## config.mk

```make
export PLATFORM = sky130hd
export DESIGN_NAME = ospfb_top
export DESIGN_NICKNAME = d
export VERILOG_FILES = /design/src/logic/ospfb_pkg.sv /design/src/logic/wb_pkg.sv /design/src/logic/delay_buf.sv /design/src/logic/sample_intake.sv /design/src/logic/pe.sv /design/src/logic/ospfb_top.sv
export VERILOG_INCLUDE_DIRS = /design/src /design/src/include
export SDC_FILE = /design/constraint.sdc
export NUM_CORES = 2
export LEC_CHECK = 0
export BUFFER_PORTS_ARGS = -buffer_cell sky130_fd_sc_hd__clkbuf_2
export CAP_MARGIN = 25
export CORE_MARGIN = 10
export CORE_UTILIZATION = 23
export DETAILED_ROUTE_END_ITERATION = 10
export GPL_ROUTABILITY_DRIVEN = 0
export HOLD_SLACK_MARGIN = 0.06
export MAX_ROUTING_LAYER = met4
export PLACE_DENSITY_LB_ADDON = 0.15
export SETUP_SLACK_MARGIN = 0.2
export SYNTH_ARGS = -nofsm -noshare
export SYNTH_HDL_FRONTEND = slang
export SYNTH_SLANG_ARGS = --single-unit
```

## constraint.sdc

```tcl
create_clock -name clk -period 27.9 [get_ports clk]
set_clock_uncertainty 0.1 [all_clocks]
set_input_delay 6.975 -clock clk [delete_from_list [all_inputs] [get_ports clk]]
set_output_delay 6.975 -clock clk [all_outputs]
set_load 0.05 [all_outputs]
```

## src/include/ospfb_config.svh

```systemverilog
`ifndef OSPFB_CONFIG_SVH
`define OSPFB_CONFIG_SVH

// sample word, loop value and partial sum width
`define OSPFB_WIDTH 16

// signed coefficient width, rom entries must fit
`define OSPFB_COEFF_WID 8

// polyphase branch count, also the phase timer period
`define OSPFB_FFT_LEN 8

// accepted samples per period (oversampling ratio FFT_LEN/DEC_FAC)
`define OSPFB_DEC_FAC 6

// decimation phase loaded at reset
// picks which branch sees the first sample
`define OSPFB_SRT_PHA 5

// taps per polyphase branch = number of pe in the chain
`define OSPFB_PTAPS 4

`endif // OSPFB_CONFIG_SVH

```

## src/logic/ospfb_pkg.sv

```systemverilog
`include "ospfb_config.svh"

package ospfb_pkg;

  // signed sample, also used for the loop values and the partial sums
  typedef logic signed [`OSPFB_WIDTH-1:0] sample_t;

  // signed filter coefficient held in each pe rom
  typedef logic signed [`OSPFB_COEFF_WID-1:0] coeff_t;

  // unsigned count over one period
  // shared by the phase timer and the coefficient address
  typedef logic [$clog2(`OSPFB_FFT_LEN)-1:0] phase_t;

endpackage

```

## src/logic/wb_pkg.sv

```systemverilog
`include "ospfb_config.svh"

package wb_pkg;

  // raw data word on the wishbone slave port, one sample per write
  // carries no sign of its own, the intake reinterprets it
  typedef logic [`OSPFB_WIDTH-1:0] wb_dat_t;

endpackage

```

## src/logic/delay_buf.sv

```systemverilog
module delay_buf #(
  parameter int DEPTH = 8,  // delay in enabled cycles, at least one
  parameter int WIDTH = 16
) (
  input  logic             clk,
  input  logic             rst,
  input  logic             en,    // shifts only when high
  input  logic [WIDTH-1:0] din,
  output logic [WIDTH-1:0] dout
);

  logic [WIDTH-1:0] line [DEPTH];  // line[0] is the newest entry

  always_ff @(posedge clk) begin
    if (rst) begin
      for (int i = 0; i < DEPTH; i++) begin
        line[i] <= '0;  // lines come up empty so nothing valid leaks out
      end
    end else if (en) begin
      line[0] <= din;
      for (int i = 1; i < DEPTH; i++) begin
        line[i] <= line[i-1];
      end
    end
  end

  // oldest entry, written DEPTH enabled cycles ago
  assign dout = line[DEPTH-1];

endmodule

```

## src/logic/sample_intake.sv

```systemverilog
`include "ospfb_config.svh"

module sample_intake (
  input  logic               clk,
  input  logic               rst,
  input  logic               en,      // global freeze when low
  input  logic               wb_cyc,
  input  logic               wb_stb,
  input  logic               wb_we,
  input  wb_pkg::wb_dat_t    wb_dat,  // sample as written by the master
  output logic               wb_ack,  // combinational classic ack
  output logic               vin,     // sample strobe into the first pe
  output ospfb_pkg::sample_t din
);

  import ospfb_pkg::*;

  localparam phase_t SRT_PHA  = phase_t'(`OSPFB_SRT_PHA);
  localparam phase_t LAST_PHA = phase_t'(`OSPFB_FFT_LEN - 1);

  phase_t phase;   // decimation phase, counts 0..FFT_LEN-1
  logic   window;  // accept slot
  logic   req;     // write cycle in progress

  // phase timer, frozen along with the rest of the datapath
  always_ff @(posedge clk) begin
    if (rst) begin
      phase <= SRT_PHA;
    end else if (en) begin
      if (phase == LAST_PHA) begin
        phase <= '0;  // period wrap
      end else begin
        phase <= phase + 1'b1;
      end
    end
  end

  // only the first DEC_FAC phases take a new sample
  // the rest of the period is feedback, the pe chain reuses loop data
  assign window = (int'(phase) < `OSPFB_DEC_FAC);

  assign req = wb_cyc & wb_stb & wb_we;

  // master holds stb and data until this goes high
  // no ack while the slave is in reset
  assign wb_ack = req & en & window & ~rst;

  assign vin = wb_ack;                         // one sample per acked write
  assign din = vin ? sample_t'(wb_dat) : '0;   // zero outside a write, pe ignores it

endmodule

```

## src/logic/pe.sv

```systemverilog
`include "ospfb_config.svh"

module pe #(
  parameter int TAP = 0  // position in the chain, selects the rom contents
) (
  input  logic               clk,
  input  logic               rst,
  input  logic               en,
  input  logic               vin,   // fresh sample on din
  input  ospfb_pkg::sample_t din,
  input  ospfb_pkg::sample_t sin,   // partial sum from the previous element
  output logic               vout,
  output ospfb_pkg::sample_t dout,  // sample stream for the next element
  output ospfb_pkg::sample_t sout   // partial sum for the next element
);

  import ospfb_pkg::*;

  localparam int FFT_LEN    = `OSPFB_FFT_LEN;
  localparam int LOOP_DEPTH = `OSPFB_FFT_LEN - `OSPFB_DEC_FAC;  // feedback slots per period
  localparam phase_t LAST_ADDR = phase_t'(FFT_LEN - 1);

  typedef coeff_t rom_t [FFT_LEN];

  // entry j of element k holds k*FFT_LEN + j + 1
  function automatic rom_t rom_init();
    rom_t r;
    for (int j = 0; j < FFT_LEN; j++) begin
      r[j] = coeff_t'(TAP * FFT_LEN + j + 1);
    end
    return r;
  endfunction

  localparam rom_t ROM = rom_init();  // fixed at elaboration

  phase_t  addr;      // coefficient address, counts down
  coeff_t  h;         // current tap value
  sample_t a;         // fresh or recirculated sample
  sample_t mac;       // sin + a*h, wraps at WIDTH bits
  sample_t loop_out;

  // branches are visited in reverse order
  always_ff @(posedge clk) begin
    if (rst) begin
      addr <= '0;
    end else if (en) begin
      if (addr == '0) begin
        addr <= LAST_ADDR;
      end else begin
        addr <= addr - 1'b1;
      end
    end
  end

  assign h = ROM[addr];

  // feedback phase reuses what went around the loop
  assign a = vin ? din : loop_out;

  // 16 bit context, product is truncated before the add
  assign mac = sin + a * h;

  delay_buf #(
    .DEPTH(LOOP_DEPTH),
    .WIDTH(`OSPFB_WIDTH)
  ) loop_buf (
    .clk (clk),
    .rst (rst),
    .en  (en),
    .din (a),
    .dout(loop_out)
  );

  // two periods so the next element sees the samples one tap later
  delay_buf #(
    .DEPTH(2 * FFT_LEN),
    .WIDTH(`OSPFB_WIDTH)
  ) data_buf (
    .clk (clk),
    .rst (rst),
    .en  (en),
    .din (loop_out),
    .dout(dout)
  );

  delay_buf #(
    .DEPTH(FFT_LEN),
    .WIDTH(`OSPFB_WIDTH)
  ) sum_buf (
    .clk (clk),
    .rst (rst),
    .en  (en),
    .din (mac),
    .dout(sout)
  );

  delay_buf #(
    .DEPTH(FFT_LEN),
    .WIDTH(1)  // valid rides alongside the sum
  ) valid_buf (
    .clk (clk),
    .rst (rst),
    .en  (en),
    .din (vin),
    .dout(vout)
  );

endmodule

```

## src/logic/ospfb_top.sv

```systemverilog
`include "ospfb_config.svh"

module ospfb_top (
  input  logic               clk,
  input  logic               rst,
  input  logic               en,      // freezes every register when low
  input  logic               wb_cyc,
  input  logic               wb_stb,
  input  logic               wb_we,
  input  wb_pkg::wb_dat_t    wb_dat,
  output logic               wb_ack,
  output logic               vout,    // filtered word valid, no ready
  output ospfb_pkg::sample_t sout     // filtered word
);

  import ospfb_pkg::*;

  localparam int PTAPS = `OSPFB_PTAPS;

  // index k feeds pe k, index PTAPS is the chain output
  logic    chain_v [PTAPS+1];
  sample_t chain_s [PTAPS+1];
  sample_t chain_d [PTAPS];   // last dout has no consumer

  sample_intake i_intake (
    .clk   (clk),
    .rst   (rst),
    .en    (en),
    .wb_cyc(wb_cyc),
    .wb_stb(wb_stb),
    .wb_we (wb_we),
    .wb_dat(wb_dat),
    .wb_ack(wb_ack),
    .vin   (chain_v[0]),
    .din   (chain_d[0])
  );

  assign chain_s[0] = '0;  // first tap starts from an empty sum

  for (genvar k = 0; k < PTAPS; k++) begin : g_pe
    if (k < PTAPS - 1) begin : g_mid
      pe #(.TAP(k)) i_pe (
        .clk (clk),
        .rst (rst),
        .en  (en),
        .vin (chain_v[k]),
        .din (chain_d[k]),
        .sin (chain_s[k]),
        .vout(chain_v[k+1]),
        .dout(chain_d[k+1]),
        .sout(chain_s[k+1])
      );
    end else begin : g_last
      pe #(.TAP(k)) i_pe (
        .clk (clk),
        .rst (rst),
        .en  (en),
        .vin (chain_v[k]),
        .din (chain_d[k]),
        .sin (chain_s[k]),
        .vout(chain_v[k+1]),
        .dout(),             // no further tap
        .sout(chain_s[k+1])
      );
    end
  end

  assign vout = chain_v[PTAPS];  // wb_ack delayed PTAPS*FFT_LEN enabled cycles
  assign sout = chain_s[PTAPS];

endmodule

```

==> impl_metrics.py <==
metrics = {
    "run_status": {
        "status": "completed",
    },
    "clocking": {
        "cts_max_level": 4,
        "clk_transition_reported_paths_ps": 60,
        "cts_tree": "done",
        "numCtsBuffers": 173,
        "clockRootBuffer": "clkbuf_16",
        "clkLatencyLatePin_ps": 840,
        "cts.sinks": 1455,
        "post_cts_buffers": 0,
        "cts_resized": 0,
        "postCtsHoldBufs": 0,
        "cts.path.max_buffers": 4,
    },
    "critical_path": {
        "crit_required_ps": 20820,
        "crit_top_cell": "clkbuf_2",
        "critical_path_buf_inv_count": 4,
        "path_max_fanout": 29,
        "reg2reg_from": "g_pe[3].g_last.i_pe.addr[0]",
        "critPathKind": "in -> out",
        "worstPathCellList": "clkbuf_2 > buf_4 > and4b_1 > nand2_4 > inv_4 > clkbuf_2",
        "r2r_cells": 17,
        "rrSetupSlack_ps": 21610,
        "startpoint_type": "primary input",
        "arrival_ps": 8460,
        "crit_family": "buffers and inverters",
        "worstSetupEndpointType": "output port",
        "worstReg2RegEnd": "g_pe[3].g_last.i_pe.sum_buf.line[0][15]",
        "crit_slowest_cell": "and4b_1",
        "max_stage_delay_ps": 370,
    },
    "cells_and_area": {
        "regArea_mm2": 0.0435,
        "drive_gt1_share_pct": 8.08,
        "final_nets": 4878,
        "final_util_pct": 26.7,
        "multiInputGateArea_mm2": 0.0181,
        "syn2layout_area_growth_pct": 15.2,
        "fillCellCount": 28500,
    },
    "yosys": {
        "synth_cells": 4454,
        "async_flop_share_pct": 0,
        "yosysMostFrequentCell": "edfxtp_1",
        "yosys.area_share.simple_pct": 16.3,
        "synth_flop_cell": "edfxtp_1",
        "synth_compound_area_share_pct": 1.32,
        "ys_seq_area_share_pct": 68.0,
        "synth_top_area_share_pct": 67.6,
        "synthMuxAreaShare_pct": 1.10,
        "yosys_warnings": 0,
        "synth_edf_count": 1440,
        "synth_commonest_cells": "edfxtp_1 (1,440), and2_1 (905), nor2b_1 (452), inv_1 (407), nor2_1 (256)",
        "ys_top_cells_by_area": "edfxtp_1 (68%), and2_1 (8.8%), fa_1 (5.6%), nor2b_1 (4.4%), ha_1 (3.0%)",
        "ys_ff_latch": 1455,
        "synth.cell_area_mm2": 0.0640,
        "avgSynthCellArea_um2": 14.4,
        "synth_cell_types": 54,
        "synth_nets": 4809,
        "synth_top_family_by_area": "simple AND/OR/NAND/NOR gates",
        "synth_xor_area_share_pct": 0.926,
        "yosys.area.top_type": "edfxtp_1",
        "post_synth_fa_ha_maj_area_fraction_pct": 8.62,
    },
    "drt": {
        "wl_met1_um": 48200,
        "drc": 0,
        "via_count": 30800,
        "antenna_left": 0,
        "drt_pass1_iterations": 4,
        "wl_per_cell_um": 13.0,
        "wl_met3_um": 4090,
        "wl_um": 109000,
        "highest_layer": "met4",
        "dr_wl_met2_um": 53100,
        "vias_per_cell": 3.69,
        "drt_iter0_drc": 1858,
    },
    "power_and_ir_drop": {
        "switching_power_mw": 1.30,
        "peakVddDrop_v": 0.0000392,
        "power.switching_fraction_pct": 24.3,
        "internal-power_mw": 4.05,
        "power.density_mw_per_mm2": 72.5,
        "power_frac_comb_pct": 11.8,
        "clkPwrFrac_pct": 39.3,
        "seqPwrFrac_pct": 48.9,
        "power_leakage_nw": 28.9,
    },
    "global_routing": {
        "grt_pass1_wl_um": 179000,
        "grt_max_degree": 255,
        "antenna_found_initial": 2,
        "gr-total-overflow": 0,
        "track_usage_pct": 7.41,
        "grt_pass1_vias": 32400,
    },
    "die": {
        "start_util_pct": 23.1,
        "rows": 193,
        "dieArea_mm2": 0.300,
        "ioPinCount": 40,
        "die_y_um": 548,
        "dieWidth_um": 548,
        "coreArea_mm2": 0.277,
    },
    "min_path": {
        "hold_class": "reg -> reg",
        "min_from": "g_pe[1].g_mid.i_pe.data_buf.line[0][76]",
        "hold-path-cell-count": 1,
        "hold-path-endpoint": "g_pe[1].g_mid.i_pe.data_buf.line[0][92]",
    },
    "timing": {
        "setup_tns_ps": 0,
        "relSlewSlack_pct": 18.4,
        "layout_setup_ws_ps": 12360,
        "period_needed_ps": 15540,
        "hold_viol": 0,
        "tightestPinTransition_ps": 1220,
        "fmax_ghz": 0.0644,
        "rsz0062_at_grt": "no",
        "setup_viol": 0,
        "finalMaxSlewViolations": 0,
        "finalCritPeriodShare_pct": 55.7,
    },
    "placed_design": {
        "dp_slack_ps": 12330,
        "detailed_place_hpwl_um": 58900,
        "io_buffers": 39,
    },
    "flow_run": {
        "cap_violations": 0,
    },
}
[layout by cell type (no fill, tap or decap), drive strengths merged, types with 60 or more instances in the layout]
master,n
nor2,257
clkbuf,260
ha,153
inv,411
buf,64
nor2b,452
mux2i,66
clkinv,60
and2,905
fa,180
edfxtp,1440
[layout make-up]
class	count	share of cell area [%]
Antenna cell	1	0.00339
Clock buffer	222	6.19
Clock inverter	73	0.787
Inverter	408	2.08
Multi-Input combinational cell	2383	24.5
Sequential cell	1455	59.0
Tap cell	3705	6.28
Timing Repair Buffer	102	1.11
[through the flow]
| step | hold slack, ps | instances | total power [mW] | area [µm²] |
|---|---|---|---|---|
| final | 357 | 8349 | 5.35 | 73800 |
| after global routing | 366 | 8349 | 5.66 | 73800 |
| after CTS | 349 | 8344 | 5.48 | 73700 |
| after detailed placement | 396 | 8049 | 3.32 | 68500 |
| after global placement | 364 | 8046 | 3.31 | 68500 |
| after floorplan | 348 | 4454 | 3.20 | 64000 |
[worst reg2reg max path, cell delays in order, from the launching register on]
cell and delay, ps:
dfxtp_1 300, buf_4 270, inv_1 110, ha_1 820
nand2b_1 210, fa_1 540, inv_1 50, fa_1 490
inv_1 50, fa_1 470, fa_1 600, inv_1 50
ha_1 220, or4_1 500, o21ai_0 540, o21ai_0 420
xnor2_1 240, nor2_1 50
[logic make-up (layout without fill, tap and decap cells)]
group	after synthesis	after routing
AOI/OAI and AO/OA	126	126
xor gates and xnor gates	63	63
adders and majority gates	333	333
buffers and inverters	616	805
DFF	1455	1455
muxes	68	68
other	0	1
and+or+nand+nor	1793	1793
[routing by layer]
layer / GRT usage (%) / up-vias
met2: 12.5 / 320
met4: 2.60 / 0
met1: 8.74 / 15300
met5: - / -
met3: 1.60 / 230
li1: - / 15000
[worst max path at each step]
stage,from,end,cells after the start
2_1_floorplan,rst,g_pe[0].g_mid.i_pe.data_buf.line[0][0],4
6_report,en,wb_ack,6
3_3_place_gp,en,wb_ack,6
5_1_grt,en,wb_ack,6
4_1_cts,en,wb_ack,6
3_5_place_dp,en,wb_ack,6
[registers in the layout (all words and copies together), names as in the netlist]
signal,flops
g_pe.g_mid.i_pe.data_buf.line,768
g_pe.g_mid.i_pe.sum_buf.line,384
g_pe.g_last.i_pe.sum_buf.line,128
g_pe.g_mid.i_pe.loop_buf.line,96
g_pe.g_last.i_pe.loop_buf.line,32
g_pe.g_mid.i_pe.valid_buf.line,24
g_pe.g_mid.i_pe.addr,9
g_pe.g_last.i_pe.valid_buf.line,8
g_pe.g_last.i_pe.addr,3
i_intake.phase,3
[power by group through the flow]
stage / clock, mW / sequential [mW] / combinational (mW)
final: 2.10 / 2.62 / 0.630
after global routing: 2.29 / 2.63 / 0.739
after CTS: 2.20 / 2.62 / 0.656
after detailed placement: 0 / 2.66 / 0.652
after global placement: 0 / 2.66 / 0.649
after floorplan: 0 / 2.72 / 0.484
Note: power is estimated with default switching activity, not from simulation.
